$ cat config.mk
export PLATFORM = sky130hd
export DESIGN_NAME = audio_loop_top
export DESIGN_NICKNAME = d
export VERILOG_FILES = /design/src/hdl/audio_pkg.sv /design/src/hdl/i2s_clock_gen.sv /design/src/hdl/i2s_codec.sv /design/src/hdl/sample_scaler.sv /design/src/hdl/audio_filter.sv /design/src/hdl/audio_loop_top.sv
export SDC_FILE = /design/constraint.sdc
export NUM_CORES = 1
export LEC_CHECK = 0
export ABC_AREA = 1
export BUFFER_PORTS_ARGS = -buffer_cell sky130_fd_sc_hd__buf_2
export CAP_MARGIN = 15
export CORE_MARGIN = 5
export CORE_UTILIZATION = 50
export DETAILED_ROUTE_END_ITERATION = 7
export GPL_TIMING_DRIVEN = 0
export PLACE_DENSITY = 0.73
export SYNTH_ARGS = -nofsm -noshare
export SYNTH_HDL_FRONTEND = slang
export SYNTH_SLANG_ARGS = --single-unit
$ cat constraint.sdc
create_clock -name lmmi_clk_i -period 3.3 [get_ports lmmi_clk_i]
set_input_delay 0.66 -clock lmmi_clk_i [delete_from_list [all_inputs] [get_ports lmmi_clk_i]]
set_output_delay 0.66 -clock lmmi_clk_i [all_outputs]
set_load 0.05 [all_outputs]
$ cat src/hdl/audio_pkg.sv
package audio_pkg;

    // bit clock periods in one channel word, fixed by the frame format
    localparam int SLOT_BITS = 32;

    // widest sample the data path carries
    // narrower builds keep their bits at the top of this field
    localparam int SAMPLE_W = 24;

    // direction of one serial engine
    typedef enum logic {
        CODEC_RX = 1'b0,
        CODEC_TX = 1'b1
    } codec_mode_e;

    // bit clock bundle, one generator feeds both directions
    typedef struct packed {
        // bit clock level as driven on the pin
        logic sck;
        // word select level as driven on the pin
        logic ws;
        // single cycle strobe, sck has just gone high
        logic sck_rise;
        // single cycle strobe, sck has just gone low
        logic sck_fall;
        // fall that opens the delay bit period of a new word
        logic word_start;
        // channel of the word being opened, 0 left 1 right
        logic chan;
    } i2s_timing_t;

    // one audio word on the internal data path
    typedef struct packed {
        // 0 left, 1 right
        logic                       chan;
        // two's complement, msb aligned
        logic signed [SAMPLE_W-1:0] data;
    } audio_sample_t;

endpackage

$ cat src/hdl/i2s_clock_gen.sv
`timescale 1ns/1ps

module i2s_clock_gen #(
    parameter int CLK_RATIO = 4,
    parameter int SWAP_LR   = 0
) (
    input  logic                   lmmi_clk_i,
    input  logic                   reset_n_i,
    output audio_pkg::i2s_timing_t timing_o
);

    import audio_pkg::*;

    localparam int HALF_W = $clog2(CLK_RATIO);
    localparam int BIT_W  = $clog2(SLOT_BITS);

    // hold for one cycle, wait for the first fall, then free running
    typedef enum logic [1:0] {
        GEN_HOLD,
        GEN_LEAD,
        GEN_RUN
    } gen_state_e;

    gen_state_e        state_q;
    logic [HALF_W-1:0] half_cnt_q;
    logic [BIT_W-1:0]  bit_cnt_q;
    i2s_timing_t       tim_q;
    logic              half_done;
    logic              word_end;
    logic              ws_next;

    // last system cycle of a half bit period
    assign half_done = (half_cnt_q == HALF_W'(CLK_RATIO - 1));
    // very first fall after reset, or the fall closing bit SLOT_BITS-1
    assign word_end  = (state_q == GEN_LEAD) || (bit_cnt_q == BIT_W'(SLOT_BITS - 1));
    // first word keeps ws low, after that ws flips on every word
    assign ws_next   = (state_q == GEN_RUN) ? ~tim_q.ws : tim_q.ws;

    always_ff @(posedge lmmi_clk_i) begin
        if (!reset_n_i) begin
            state_q    <= GEN_HOLD;
            half_cnt_q <= '0;
            bit_cnt_q  <= '0;
            tim_q      <= '0;
        end else begin
            // strobes default low, set only on the edge cycle
            tim_q.sck_rise   <= 1'b0;
            tim_q.sck_fall   <= 1'b0;
            tim_q.word_start <= 1'b0;
            if (state_q == GEN_HOLD) begin
                state_q <= GEN_LEAD;
            end else if (half_done) begin
                half_cnt_q <= '0;
                tim_q.sck  <= ~tim_q.sck;
                if (!tim_q.sck) begin
                    tim_q.sck_rise <= 1'b1;
                end else begin
                    tim_q.sck_fall <= 1'b1;
                    if (word_end) begin
                        // ws moves one bit ahead of the msb
                        state_q          <= GEN_RUN;
                        bit_cnt_q        <= '0;
                        tim_q.ws         <= ws_next;
                        tim_q.chan       <= ws_next ^ 1'(SWAP_LR);
                        tim_q.word_start <= 1'b1;
                    end else begin
                        bit_cnt_q <= bit_cnt_q + 1'b1;
                    end
                end
            end else begin
                half_cnt_q <= half_cnt_q + 1'b1;
            end
        end
    end

    assign timing_o = tim_q;

    // codecs only open a word on a falling bit clock edge
    assert property (@(posedge lmmi_clk_i) disable iff (!reset_n_i)
        timing_o.word_start |-> timing_o.sck_fall);

    // rise and fall strobes are exclusive
    assert property (@(posedge lmmi_clk_i) disable iff (!reset_n_i)
        !(timing_o.sck_rise && timing_o.sck_fall));

endmodule

$ cat src/hdl/i2s_codec.sv
`timescale 1ns/1ps

module i2s_codec #(
    parameter audio_pkg::codec_mode_e MODE        = audio_pkg::CODEC_RX,
    parameter int                     SAMPLE_BITS = 24
) (
    input  logic                     lmmi_clk_i,
    input  logic                     reset_n_i,
    input  audio_pkg::i2s_timing_t   timing_i,
    input  logic                     i2s_sd_i,
    input  audio_pkg::audio_sample_t tx_sample_i,
    output audio_pkg::audio_sample_t rx_sample_o,
    output logic                     rx_valid_o,
    output logic                     i2s_sd_o
);

    import audio_pkg::*;

    localparam int CNT_W = $clog2(SLOT_BITS);

    if (MODE == CODEC_RX) begin : g_rx

        logic [SAMPLE_W-1:0] shift_q;
        logic [CNT_W-1:0]    bit_cnt_q;
        logic                active_q;
        logic                chan_q;
        logic                valid_q;
        logic                take_bit;
        logic                last_bit;

        // rise 0 of a word is the delay bit, rises 1..SAMPLE_BITS carry data
        assign take_bit = timing_i.sck_rise && active_q && (bit_cnt_q != '0);
        assign last_bit = take_bit && (bit_cnt_q == CNT_W'(SAMPLE_BITS));

        always_ff @(posedge lmmi_clk_i) begin
            if (!reset_n_i) begin
                bit_cnt_q <= '0;
                active_q  <= 1'b0;
                chan_q    <= 1'b0;
                valid_q   <= 1'b0;
            end else begin
                // one cycle after the rise that took the lsb
                valid_q <= last_bit;
                if (timing_i.word_start) begin
                    bit_cnt_q <= '0;
                    active_q  <= 1'b1;
                    chan_q    <= timing_i.chan;
                end else if (timing_i.sck_rise && active_q) begin
                    bit_cnt_q <= bit_cnt_q + 1'b1;
                    // padding bits after the field are ignored
                    if (last_bit) begin
                        active_q <= 1'b0;
                    end
                end
            end
        end

        // msb first, so the word builds up from the lsb side
        always_ff @(posedge lmmi_clk_i) begin
            if (take_bit) begin
                shift_q <= {shift_q[SAMPLE_W-2:0], i2s_sd_i};
            end
        end

        // move the SAMPLE_BITS field up so the sign lands in the msb
        assign rx_sample_o = '{chan: chan_q, data: shift_q << (SAMPLE_W - SAMPLE_BITS)};
        assign rx_valid_o  = valid_q;
        // receiver never drives the serial output
        assign i2s_sd_o    = 1'b0;

        // one pulse per received word
        assert property (@(posedge lmmi_clk_i) disable iff (!reset_n_i)
            rx_valid_o |=> !rx_valid_o);

    end else begin : g_tx

        logic [SAMPLE_W-1:0] shift_q;
        logic [CNT_W-1:0]    bit_cnt_q;
        logic                sd_q;
        logic                field_done;

        // SAMPLE_BITS bits sent, rest of the slot is zero
        assign field_done = (bit_cnt_q == CNT_W'(SAMPLE_BITS));

        always_ff @(posedge lmmi_clk_i) begin
            if (!reset_n_i) begin
                // idle as if a word just finished, so only zeros go out
                bit_cnt_q <= CNT_W'(SAMPLE_BITS);
                sd_q      <= 1'b0;
            end else begin
                if (timing_i.word_start) begin
                    // delay bit period
                    bit_cnt_q <= '0;
                    sd_q      <= 1'b0;
                end else if (timing_i.sck_fall) begin
                    if (!field_done) begin
                        bit_cnt_q <= bit_cnt_q + 1'b1;
                        sd_q      <= shift_q[SAMPLE_W-1];
                    end else begin
                        sd_q <= 1'b0;
                    end
                end
            end
        end

        // word loaded at its start, walked out msb first
        always_ff @(posedge lmmi_clk_i) begin
            if (timing_i.word_start) begin
                shift_q <= tx_sample_i.data;
            end else if (timing_i.sck_fall && !field_done) begin
                shift_q <= {shift_q[SAMPLE_W-2:0], 1'b0};
            end
        end

        assign i2s_sd_o    = sd_q;
        // transmitter has no receive side
        assign rx_sample_o = '0;
        assign rx_valid_o  = 1'b0;

    end

endmodule

$ cat src/hdl/sample_scaler.sv
`timescale 1ns/1ps

module sample_scaler #(
    parameter int ATTEN_SHIFT = 5
) (
    input  logic                     lmmi_clk_i,
    input  logic                     reset_n_i,
    input  audio_pkg::audio_sample_t sample_i,
    input  logic                     valid_i,
    output audio_pkg::audio_sample_t sample_o,
    output logic                     valid_o
);

    import audio_pkg::*;

    logic signed [SAMPLE_W-1:0] shifted;

    // attenuation by 2^ATTEN_SHIFT, sign bits fill from the top
    assign shifted = $signed(sample_i.data) >>> ATTEN_SHIFT;

    // valid follows the input by one cycle
    always_ff @(posedge lmmi_clk_i) begin
        if (!reset_n_i) begin
            valid_o <= 1'b0;
        end else begin
            valid_o <= valid_i;
        end
    end

    // hold the last scaled word until the next one arrives
    always_ff @(posedge lmmi_clk_i) begin
        if (valid_i) begin
            sample_o.chan <= sample_i.chan;
            sample_o.data <= shifted;
        end
    end

endmodule

$ cat src/hdl/audio_filter.sv
`timescale 1ns/1ps

module audio_filter (
    input  logic                     lmmi_clk_i,
    input  logic                     reset_n_i,
    input  audio_pkg::audio_sample_t sample_i,
    input  logic                     valid_i,
    output audio_pkg::audio_sample_t sample_o,
    output logic                     valid_o,
    input  logic                     tx_chan_i,
    output audio_pkg::audio_sample_t tx_sample_o
);

    import audio_pkg::*;

    // index 0 left, index 1 right
    logic signed [SAMPLE_W-1:0] prev_q [2];
    logic signed [SAMPLE_W-1:0] held_q [2];
    logic signed [SAMPLE_W:0]   sum;
    logic signed [SAMPLE_W-1:0] avg;
    logic                       ch;

    assign ch  = sample_i.chan;

    // one extra bit of headroom, two full scale inputs still fit
    assign sum = $signed(sample_i.data) + prev_q[ch];

    // halve back into the sample width
    assign avg = SAMPLE_W'(sum >>> 1);

    // history and held output are per channel
    // the other channel's registers stay untouched
    always_ff @(posedge lmmi_clk_i) begin
        if (!reset_n_i) begin
            prev_q  <= '{default: '0};
            held_q  <= '{default: '0};
            valid_o <= 1'b0;
        end else begin
            valid_o <= valid_i;
            if (valid_i) begin
                prev_q[ch] <= sample_i.data;
                held_q[ch] <= avg;
            end
        end
    end

    // filtered stream, one cycle behind the input
    always_ff @(posedge lmmi_clk_i) begin
        if (valid_i) begin
            sample_o.chan <= ch;
            sample_o.data <= avg;
        end
    end

    // transmitter picks the held value of the word it is opening
    // zero until that channel has seen its first input
    assign tx_sample_o = '{chan: tx_chan_i, data: held_q[tx_chan_i]};

endmodule

$ cat src/hdl/audio_loop_top.sv
`timescale 1ns/1ps

module audio_loop_top #(
    parameter int SAMPLE_BITS = 24,
    parameter int CLK_RATIO   = 4,
    parameter int SWAP_LR     = 0,
    parameter int ATTEN_SHIFT = 5
) (
    input  logic lmmi_clk_i,
    input  logic reset_n_i,
    input  logic i2s_sd_i,
    output logic i2s_sd_o,
    output logic i2s_sck_o,
    output logic i2s_ws_o
);

    import audio_pkg::*;

    // shared bit clock, both codecs run off it
    i2s_timing_t   timing;
    audio_sample_t rx_sample;
    logic          rx_valid;
    audio_sample_t scaled_sample;
    logic          scaled_valid;
    audio_sample_t filt_sample;
    logic          filt_valid;
    // held filter output for the channel the transmitter opens
    audio_sample_t tx_sample;

    i2s_clock_gen #(
        .CLK_RATIO (CLK_RATIO),
        .SWAP_LR   (SWAP_LR)
    ) clock_gen (
        .lmmi_clk_i (lmmi_clk_i),
        .reset_n_i  (reset_n_i),
        .timing_o   (timing)
    );

    // adc side
    i2s_codec #(
        .MODE        (CODEC_RX),
        .SAMPLE_BITS (SAMPLE_BITS)
    ) i2s_rx (
        .lmmi_clk_i  (lmmi_clk_i),
        .reset_n_i   (reset_n_i),
        .timing_i    (timing),
        .i2s_sd_i    (i2s_sd_i),
        .tx_sample_i ('0),
        .rx_sample_o (rx_sample),
        .rx_valid_o  (rx_valid),
        .i2s_sd_o    ()
    );

    sample_scaler #(
        .ATTEN_SHIFT (ATTEN_SHIFT)
    ) scaler (
        .lmmi_clk_i (lmmi_clk_i),
        .reset_n_i  (reset_n_i),
        .sample_i   (rx_sample),
        .valid_i    (rx_valid),
        .sample_o   (scaled_sample),
        .valid_o    (scaled_valid)
    );

    audio_filter filter (
        .lmmi_clk_i  (lmmi_clk_i),
        .reset_n_i   (reset_n_i),
        .sample_i    (scaled_sample),
        .valid_i     (scaled_valid),
        .sample_o    (filt_sample),
        .valid_o     (filt_valid),
        .tx_chan_i   (timing.chan),
        .tx_sample_o (tx_sample)
    );

    // dac side
    i2s_codec #(
        .MODE        (CODEC_TX),
        .SAMPLE_BITS (SAMPLE_BITS)
    ) i2s_tx (
        .lmmi_clk_i  (lmmi_clk_i),
        .reset_n_i   (reset_n_i),
        .timing_i    (timing),
        .i2s_sd_i    (1'b0),
        .tx_sample_i (tx_sample),
        .rx_sample_o (),
        .rx_valid_o  (),
        .i2s_sd_o    (i2s_sd_o)
    );

    assign i2s_sck_o = timing.sck;
    assign i2s_ws_o  = timing.ws;

endmodule

Word-level counts from Yosys, hierarchy flattened
Cells that the tools add are included.
{ "totals": {"regBits": 193, "wordCells": 105} }
{ "classes": {"n_addsub": 5, "magnitude_cmp": 3, "n_eq_ne": 7, "mux": 29, "bitwise": 8, "n_reduce_logical": 28} }
{ "ops": {"columns": ["cell", "count"], "rows": [
  ["$mux 24", 9],
  ["$bwmux 48", 2],
  ["$add 19x24->25", 1],
  ["$demux 24 s1", 1],
  ["$mux 5", 4],
  ["$add 5x1->5 const B", 3],
  ["$eq 5x5->1 const B", 3],
  ["$reduce_bool 2->1", 7],
  ["$mux 1", 10],
  ["$reduce_and 3->1", 3],
  ["$reduce_and 2->1", 4],
  ["$not 1->1", 6],
  ["$logic_and 1x1->1", 5],
  ["$reduce_bool 5->1", 1],
  ["$eq 2x2->1 const B", 2],
  ["$ge 2x2->1 const B", 2],
  ["$mux 2", 2],
  ["$not 1->2", 2],
  ["$reduce_and 4->1", 1],
  ["$reduce_or 2->1", 2],
  ["$reduce_or 4->1", 1],
  ["$mux 3", 1],
  ["$reduce_or 3->1", 1],
  ["$add 2x1->2 const B", 1],
  ["6 further kinds", 6]
]} }

Depth between registers and ports, before layout
{ "depth": {"depth_word": 6, "ltp_mapped": 17, "mapped_depth_nobuf": 17} }

Cells and area by module
A second synthesis with hierarchy kept.
{ "hier_totals": {"cells_unflattened": 1361, "area_unflattened_um2": 10654.0} }
{ "modules_own_cells": {"columns": ["mod", "instances", "cells_each", "area_per_inst_um2"], "rows": [
  ["audio_filter", 1, 999, 6637.6],
  ["i2s_codec (i2s_tx)", 1, 175, 1570.3],
  ["i2s_codec (i2s_rx)", 1, 78, 1111.1],
  ["i2s_clock_gen", 1, 80, 665.6],
  ["sample_scaler", 1, 28, 665.6],
  ["audio_loop_top", 1, 1, 3.8]
]} }

Worst setup path after synthesis
No wires, ideal clock.
{ "synth_path": {"path_kind": "register -> register", "startpoint": "register i2s_rx.g_rx.bit_cnt_q[0]", "endpoint": "register i2s_rx.g_rx.shift_q[0] (enable)", "arrival_ps": 1918, "required_time_ps": 2880, "slack_ps": 963, "stages_incl_launch_ff": 4, "synth_period_minus_slack_ps": 2337, "path_cell_list": "dfxtp_1 -> inv_1 -> ha_1 -> a41oi_1"} }
{ "synth_via": {"elab_chain_cells": 2} }
{ "synth_lines": {"columns": ["item", "line", "source"], "rows": [
  ["start, declared", "i2s_codec.sv:24", "logic [CNT_W-1:0] bit_cnt_q;"],
  ["start signal, assigned", "i2s_codec.sv:49", "bit_cnt_q <= bit_cnt_q + 1'b1;"],
  ["$reduce_bool 5->1", "i2s_codec.sv:32", "assign take_bit = timing_i.sck_rise && active_q && (bit_cnt_q != '0);"],
  ["$logic_and 1x1->1", "i2s_codec.sv:32", null],
  ["via i2s_rx.g_rx.take_bit", "i2s_codec.sv:28", "logic take_bit;"],
  ["end signal, assigned", "i2s_codec.sv:61", "shift_q <= {shift_q[SAMPLE_W-2:0], i2s_sd_i};"],
  ["end, declared", "i2s_codec.sv:23", "logic [SAMPLE_W-1:0] shift_q;"]
]} }
The timed path passes the listed nets, and every way through them passes these cells.
A chain may end at the register's enable or synchronous reset.

Final worst setup path
{ "layout_path": {"startpoint": "register scaler.sample_o[24] (netlist bit)", "endpoint": "register filter.held_q[36] (netlist bit)"} }
{ "layout_via": {"elab_chain_cells": 6, "elab_cells_between_ends": 11, "classes_between": "1 x add/sub; 2 x order compare; 6 x mux; 1 x bitwise; 1 x reduce/logical"} }
{ "layout_lines": {"columns": ["item", "line", "source"], "rows": [
  ["start, declared", "sample_scaler.sv:10", "output audio_pkg::audio_sample_t sample_o,"],
  ["$not 1->2 (implied by the code) *", "audio_filter.sv:26, audio_filter.sv:42", null],
  ["$mux 24 (implied by the code) (tied with other cells)", "audio_filter.sv:26", "assign sum = $signed(sample_i.data) + prev_q[ch];"],
  ["$mux 24 (implied by the code) / $logic_and 1x1->1 (equally long branches)", "audio_filter.sv:26, audio_filter.sv:42", null],
  ["$mux 24, on equally long branches", "audio_filter.sv:26, audio_filter.sv:42", null],
  ["$add 19x24->25 / $demux 24 s1 (equally long branches)", "audio_filter.sv:26, audio_filter.sv:42", null],
  ["$bwmux 48 *", "audio_filter.sv:42", "held_q[ch] <= avg;"],
  ["end signal, assigned by index", "audio_filter.sv:42", null],
  ["end, declared", "audio_filter.sv:18", "logic signed [SAMPLE_W-1:0] held_q [2];"]
]} }
Every way passes the cells marked *; elsewhere a longest branch is shown, timed or not. The select of a mux whose other input is x is not followed.

==> summary.md <==
| Metric | Value |
|---|---|
| Netlist cell types | `36` |
| Via count | `6,524` |
| Relative slew margins | `between 30% and 40%` |
| Syn. warnings | `0` |
| Placer Congestion | `0.9225` |
| Worst EP arrival | `3230 ps` |
| Crit path time final | `2900 ps` |
| Largest net degree at the start of global routing | `25` |
| Worst Path Buf+Inv | `4` |
| WL/cell | `13.82 um` |
| Max Slew Vio Count | `0` |
| Fin crit share | `between 80% and 90%` |
| Status | `completed` |
| Core region area | `approximately 16,000 um^2` |
| VDD IR max | `0.4816 mV` |
| Post-cts sizing count | `0` |
| Netlist Area Pre-Place | `8255 um^2` |
| DR WL met3 | `767 um` |
| Top Ports | `6` |
| Number of synthesized flops with an enable pin | `~70` |
| GRT Util Overall | `about a fifth` |
| Worst-skew pair later-pin latency | `430 ps` |
| Fmax achieved | `about 340 MHz` |
| ANT nets after route | `0` |
| Cells after Synth | `roughly 1.0k` |
| Grt ovf | `0` |
| Antenna cells | `0` |
| DR DRC count | `0` |
| First-pass GRT wire length | `30,980 um` |
| Register clock-pin slew on the reported worst setup and hold paths | `70 ps` |
| Final Hold Viols | `0` |
| Hpwl dp | `13,050 um` |
| Worst hold slack | `405.3 ps` |
| Lkg Pwr | `4.087 nW` |
| Clock tree buffer depth | `2` |
| P&R area growth vs syn | `11.05%` |
| Initial antenna violation count | `0` |
| Nets | `1,098` |
| Chip width | `138.5 um` |
| Share of cells above drive strength 1 | `approximately 5.9%` |
| Post-Route Skew | `just under 7 ps` |
| Slew @ Worst Pin | `1039 ps` |
| Routed met1 length | `8564 um` |
| Vias in the first global route | `between 6k and 7k` |
| MaxCap Viol Count | `0` |
| Seq/Total Area, Yosys | `a little over half` |
| Most frequent cells in the layout | `nor2_1 (215), nand2_1 (208), o21ai_0 (117), dfxtp_1 (115), inv_1 (114)` |
| Max stage delay on crit path | `about 430 ps` |
| Final wirelength | `around 18,000 um` |
| Most common cell after layout, fill and taps aside | `nor2_1` |
| Met2 wire len | `8316 um` |
| Post-CTS Setup Bufs | `0` |
| Highest Signal Layer | `met4` |
| Critical path type | `flop to flop` |
| Final Setup Violations | `0` |
| Htree depth | `4` |
| Cts hold-fix bufs | `0` |
| Syn Area/Cell | `7.900 um^2` |
| Pre-Repair DR Iteration Count | `5` |
| CP Max Fanout | `10` |
| Unrepaired setup endpoints after global routing | `false` |
| Async SR Flop Fraction | `0%` |
| Port bufs | `4` |
| CP delay by family, top | `buffers and inverters` |
| Die Footprint | `19,180 um^2` |
| Setup TNS | `0 ps` |
| Initial DRC count | `354` |
| #FFs+latches synth | `183` |
| Crit path top cell by count | `nand2_1` |
| Starting Density | `50.32%` |
| Cell Pwr Density | `478.5 nW/um^2` |
| Critical Path RT | `between 3000 and 4000 ps` |
| Clock Tree Root | `clkbuf_16` |
| Row Count | `47` |
| Crit path cell chain | `clkbuf_1 -> clkbuf_1 -> nand2_1 -> nand2_1 -> ha_1 -> nand2_1 -> inv_1 -> a21oi_1 -> nor2_1 -> nor2_1 -> a21o_1 -> nand3_1 -> nand2_1 -> inv_1` |
| Synth Flop Type | `dfxtp_1` |
| Worst setup EP type | `flop` |
| Worst Hold Class | `input pin to flop` |
| Die Span Y | `138.5 um` |
| CP startpoint kind | `flop` |
| Post-DR vias/cell | `approximately 5` |
| CTS tree | `built` |
| Num CTS Buffers | `17` |
| Slowest-stage cell, CP | `edfxtp_1` |
| Post-Syn Nets | `1,074` |
| Sinks on Clock Net | `183` |
## cell families after synthesis
| kind of cell | Yosys count | synth area share, % |
|---|---|---|
| fa+ha+maj | 26 | 4.032 |
| buf+inv | 159 | 7.442 |
| flops | 183 | 52.62 |
| simple gates | 503 | 24.63 |
| compound gates | 168 | 10.64 |
| xor+xnor | 6 | 0.6366 |
## flip-flops by register name, indices dropped and copies added (netlist names)
| name | flops |
|---|---|
| i2s_rx.g_rx.bit_cnt_q | 5 |
| filter.held_q | 48 |
| i2s_rx.g_rx.shift_q | 24 |
| i2s_tx.g_tx.bit_cnt_q | 5 |
| clock_gen.half_cnt_q | 2 |
| clock_gen.state_q | 2 |
| clock_gen.timing_o | 5 |
| i2s_rx.g_rx.active_q | 1 |
| i2s_rx.rx_valid_o | 1 |
| scaler.sample_o | 20 |
| scaler.valid_o | 1 |
| filter.prev_q | 38 |
| clock_gen.bit_cnt_q | 5 |
| i2s_rx.g_rx.chan_q | 1 |
| i2s_tx.g_tx.shift_q | 24 |
| i2s_tx.i2s_sd_o | 1 |
## final cells by class
| type | count | area (um^2) |
|---|---|---|
| timing repair buffer | 5 | 35.03 |
| inverter | 120 | 450.4 |
| fill | 1504 | 7239 |
| multi-input combinational | 703 | 3304 |
| clock buffer | 22 | 518.0 |
| sequential | 183 | 4344 |
| buffer | 39 | 163.9 |
| tap | 220 | 275.3 |
| clock inverter | 10 | 76.32 |
## layer usage
metal	track usage [%]	vias to the layer above
met3	4.972	21
li1	-	3410
met5	0	-
met1	25.90	2987
met2	32.30	106
met4	5.564	0
## per-stage QoR
step | power, mW | cell area (um^2) | utilization, % | setup WS [ps] | std cells
2_1_floorplan | 2.420 | 8255 | - | 962.9 | 1045
3_3_place_gp | 2.435 | 8551 | 52.12 | 350.1 | 1269
3_5_place_dp | 2.436 | 8573 | 52.25 | 457.0 | 1270
4_1_cts | 4.416 | 9168 | 55.88 | 403.7 | 1302
5_1_grt | 4.537 | 9168 | 55.88 | 92.29 | 1302
6_report | 4.386 | 9168 | 55.88 | 399.6 | 1302
## report_power, final
| part | internal [mW] | total, mW | switching [mW] |
|---|---|---|---|
| clock network | 1.13 | 2.00 | 0.872 |
| registers | 2.33 | 2.33 | 0.00408 |
| logic | 0.0143 | 0.0545 | 0.0402 |
## synthesized netlist by cell type (2+ instances only)
cell,number,area share [%]
a21o_1,3,0.27
buf_4,2,0.18
o21ai_0,117,7.1
nand4_1,4,0.30
a211oi_1,2,0.18
nand2_1,208,9.5
clkbuf_1,29,1.3
dfxtp_1,115,28
nor2_1,215,9.8
a21oi_1,38,2.3
ha_1,25,3.8
nand3_2,3,0.36
nand3_1,47,2.8
nand3b_1,2,0.18
and3_1,2,0.15
nor2_2,4,0.30
nor4_1,2,0.15
xor2_1,6,0.64
inv_2,5,0.23
nand2_2,3,0.23
nor3_1,9,0.55
buf_2,8,0.49
edfxtp_1,68,25
o211ai_1,2,0.18
inv_1,114,5.2
a22oi_1,2,0.18
## final timing paths
kind	from	to	slack [ps]	cells past startpoint
max	scaler.sample_o[24]$_DFFE_PP_	filter.held_q[36]$_SDFFE_PN0P_	400	14
min	i2s_sd_i	i2s_rx.g_rx.shift_q[0]$_DFFE_PP_	410	1
max reg2reg	scaler.sample_o[24]$_DFFE_PP_	filter.held_q[36]$_SDFFE_PN0P_	400	14
min reg2reg	i2s_rx.g_rx.shift_q[23]$_DFFE_PP_	scaler.sample_o[18]$_DFFE_PP_	420	0
No activity file was read; power rests on OpenSTA's default activity.
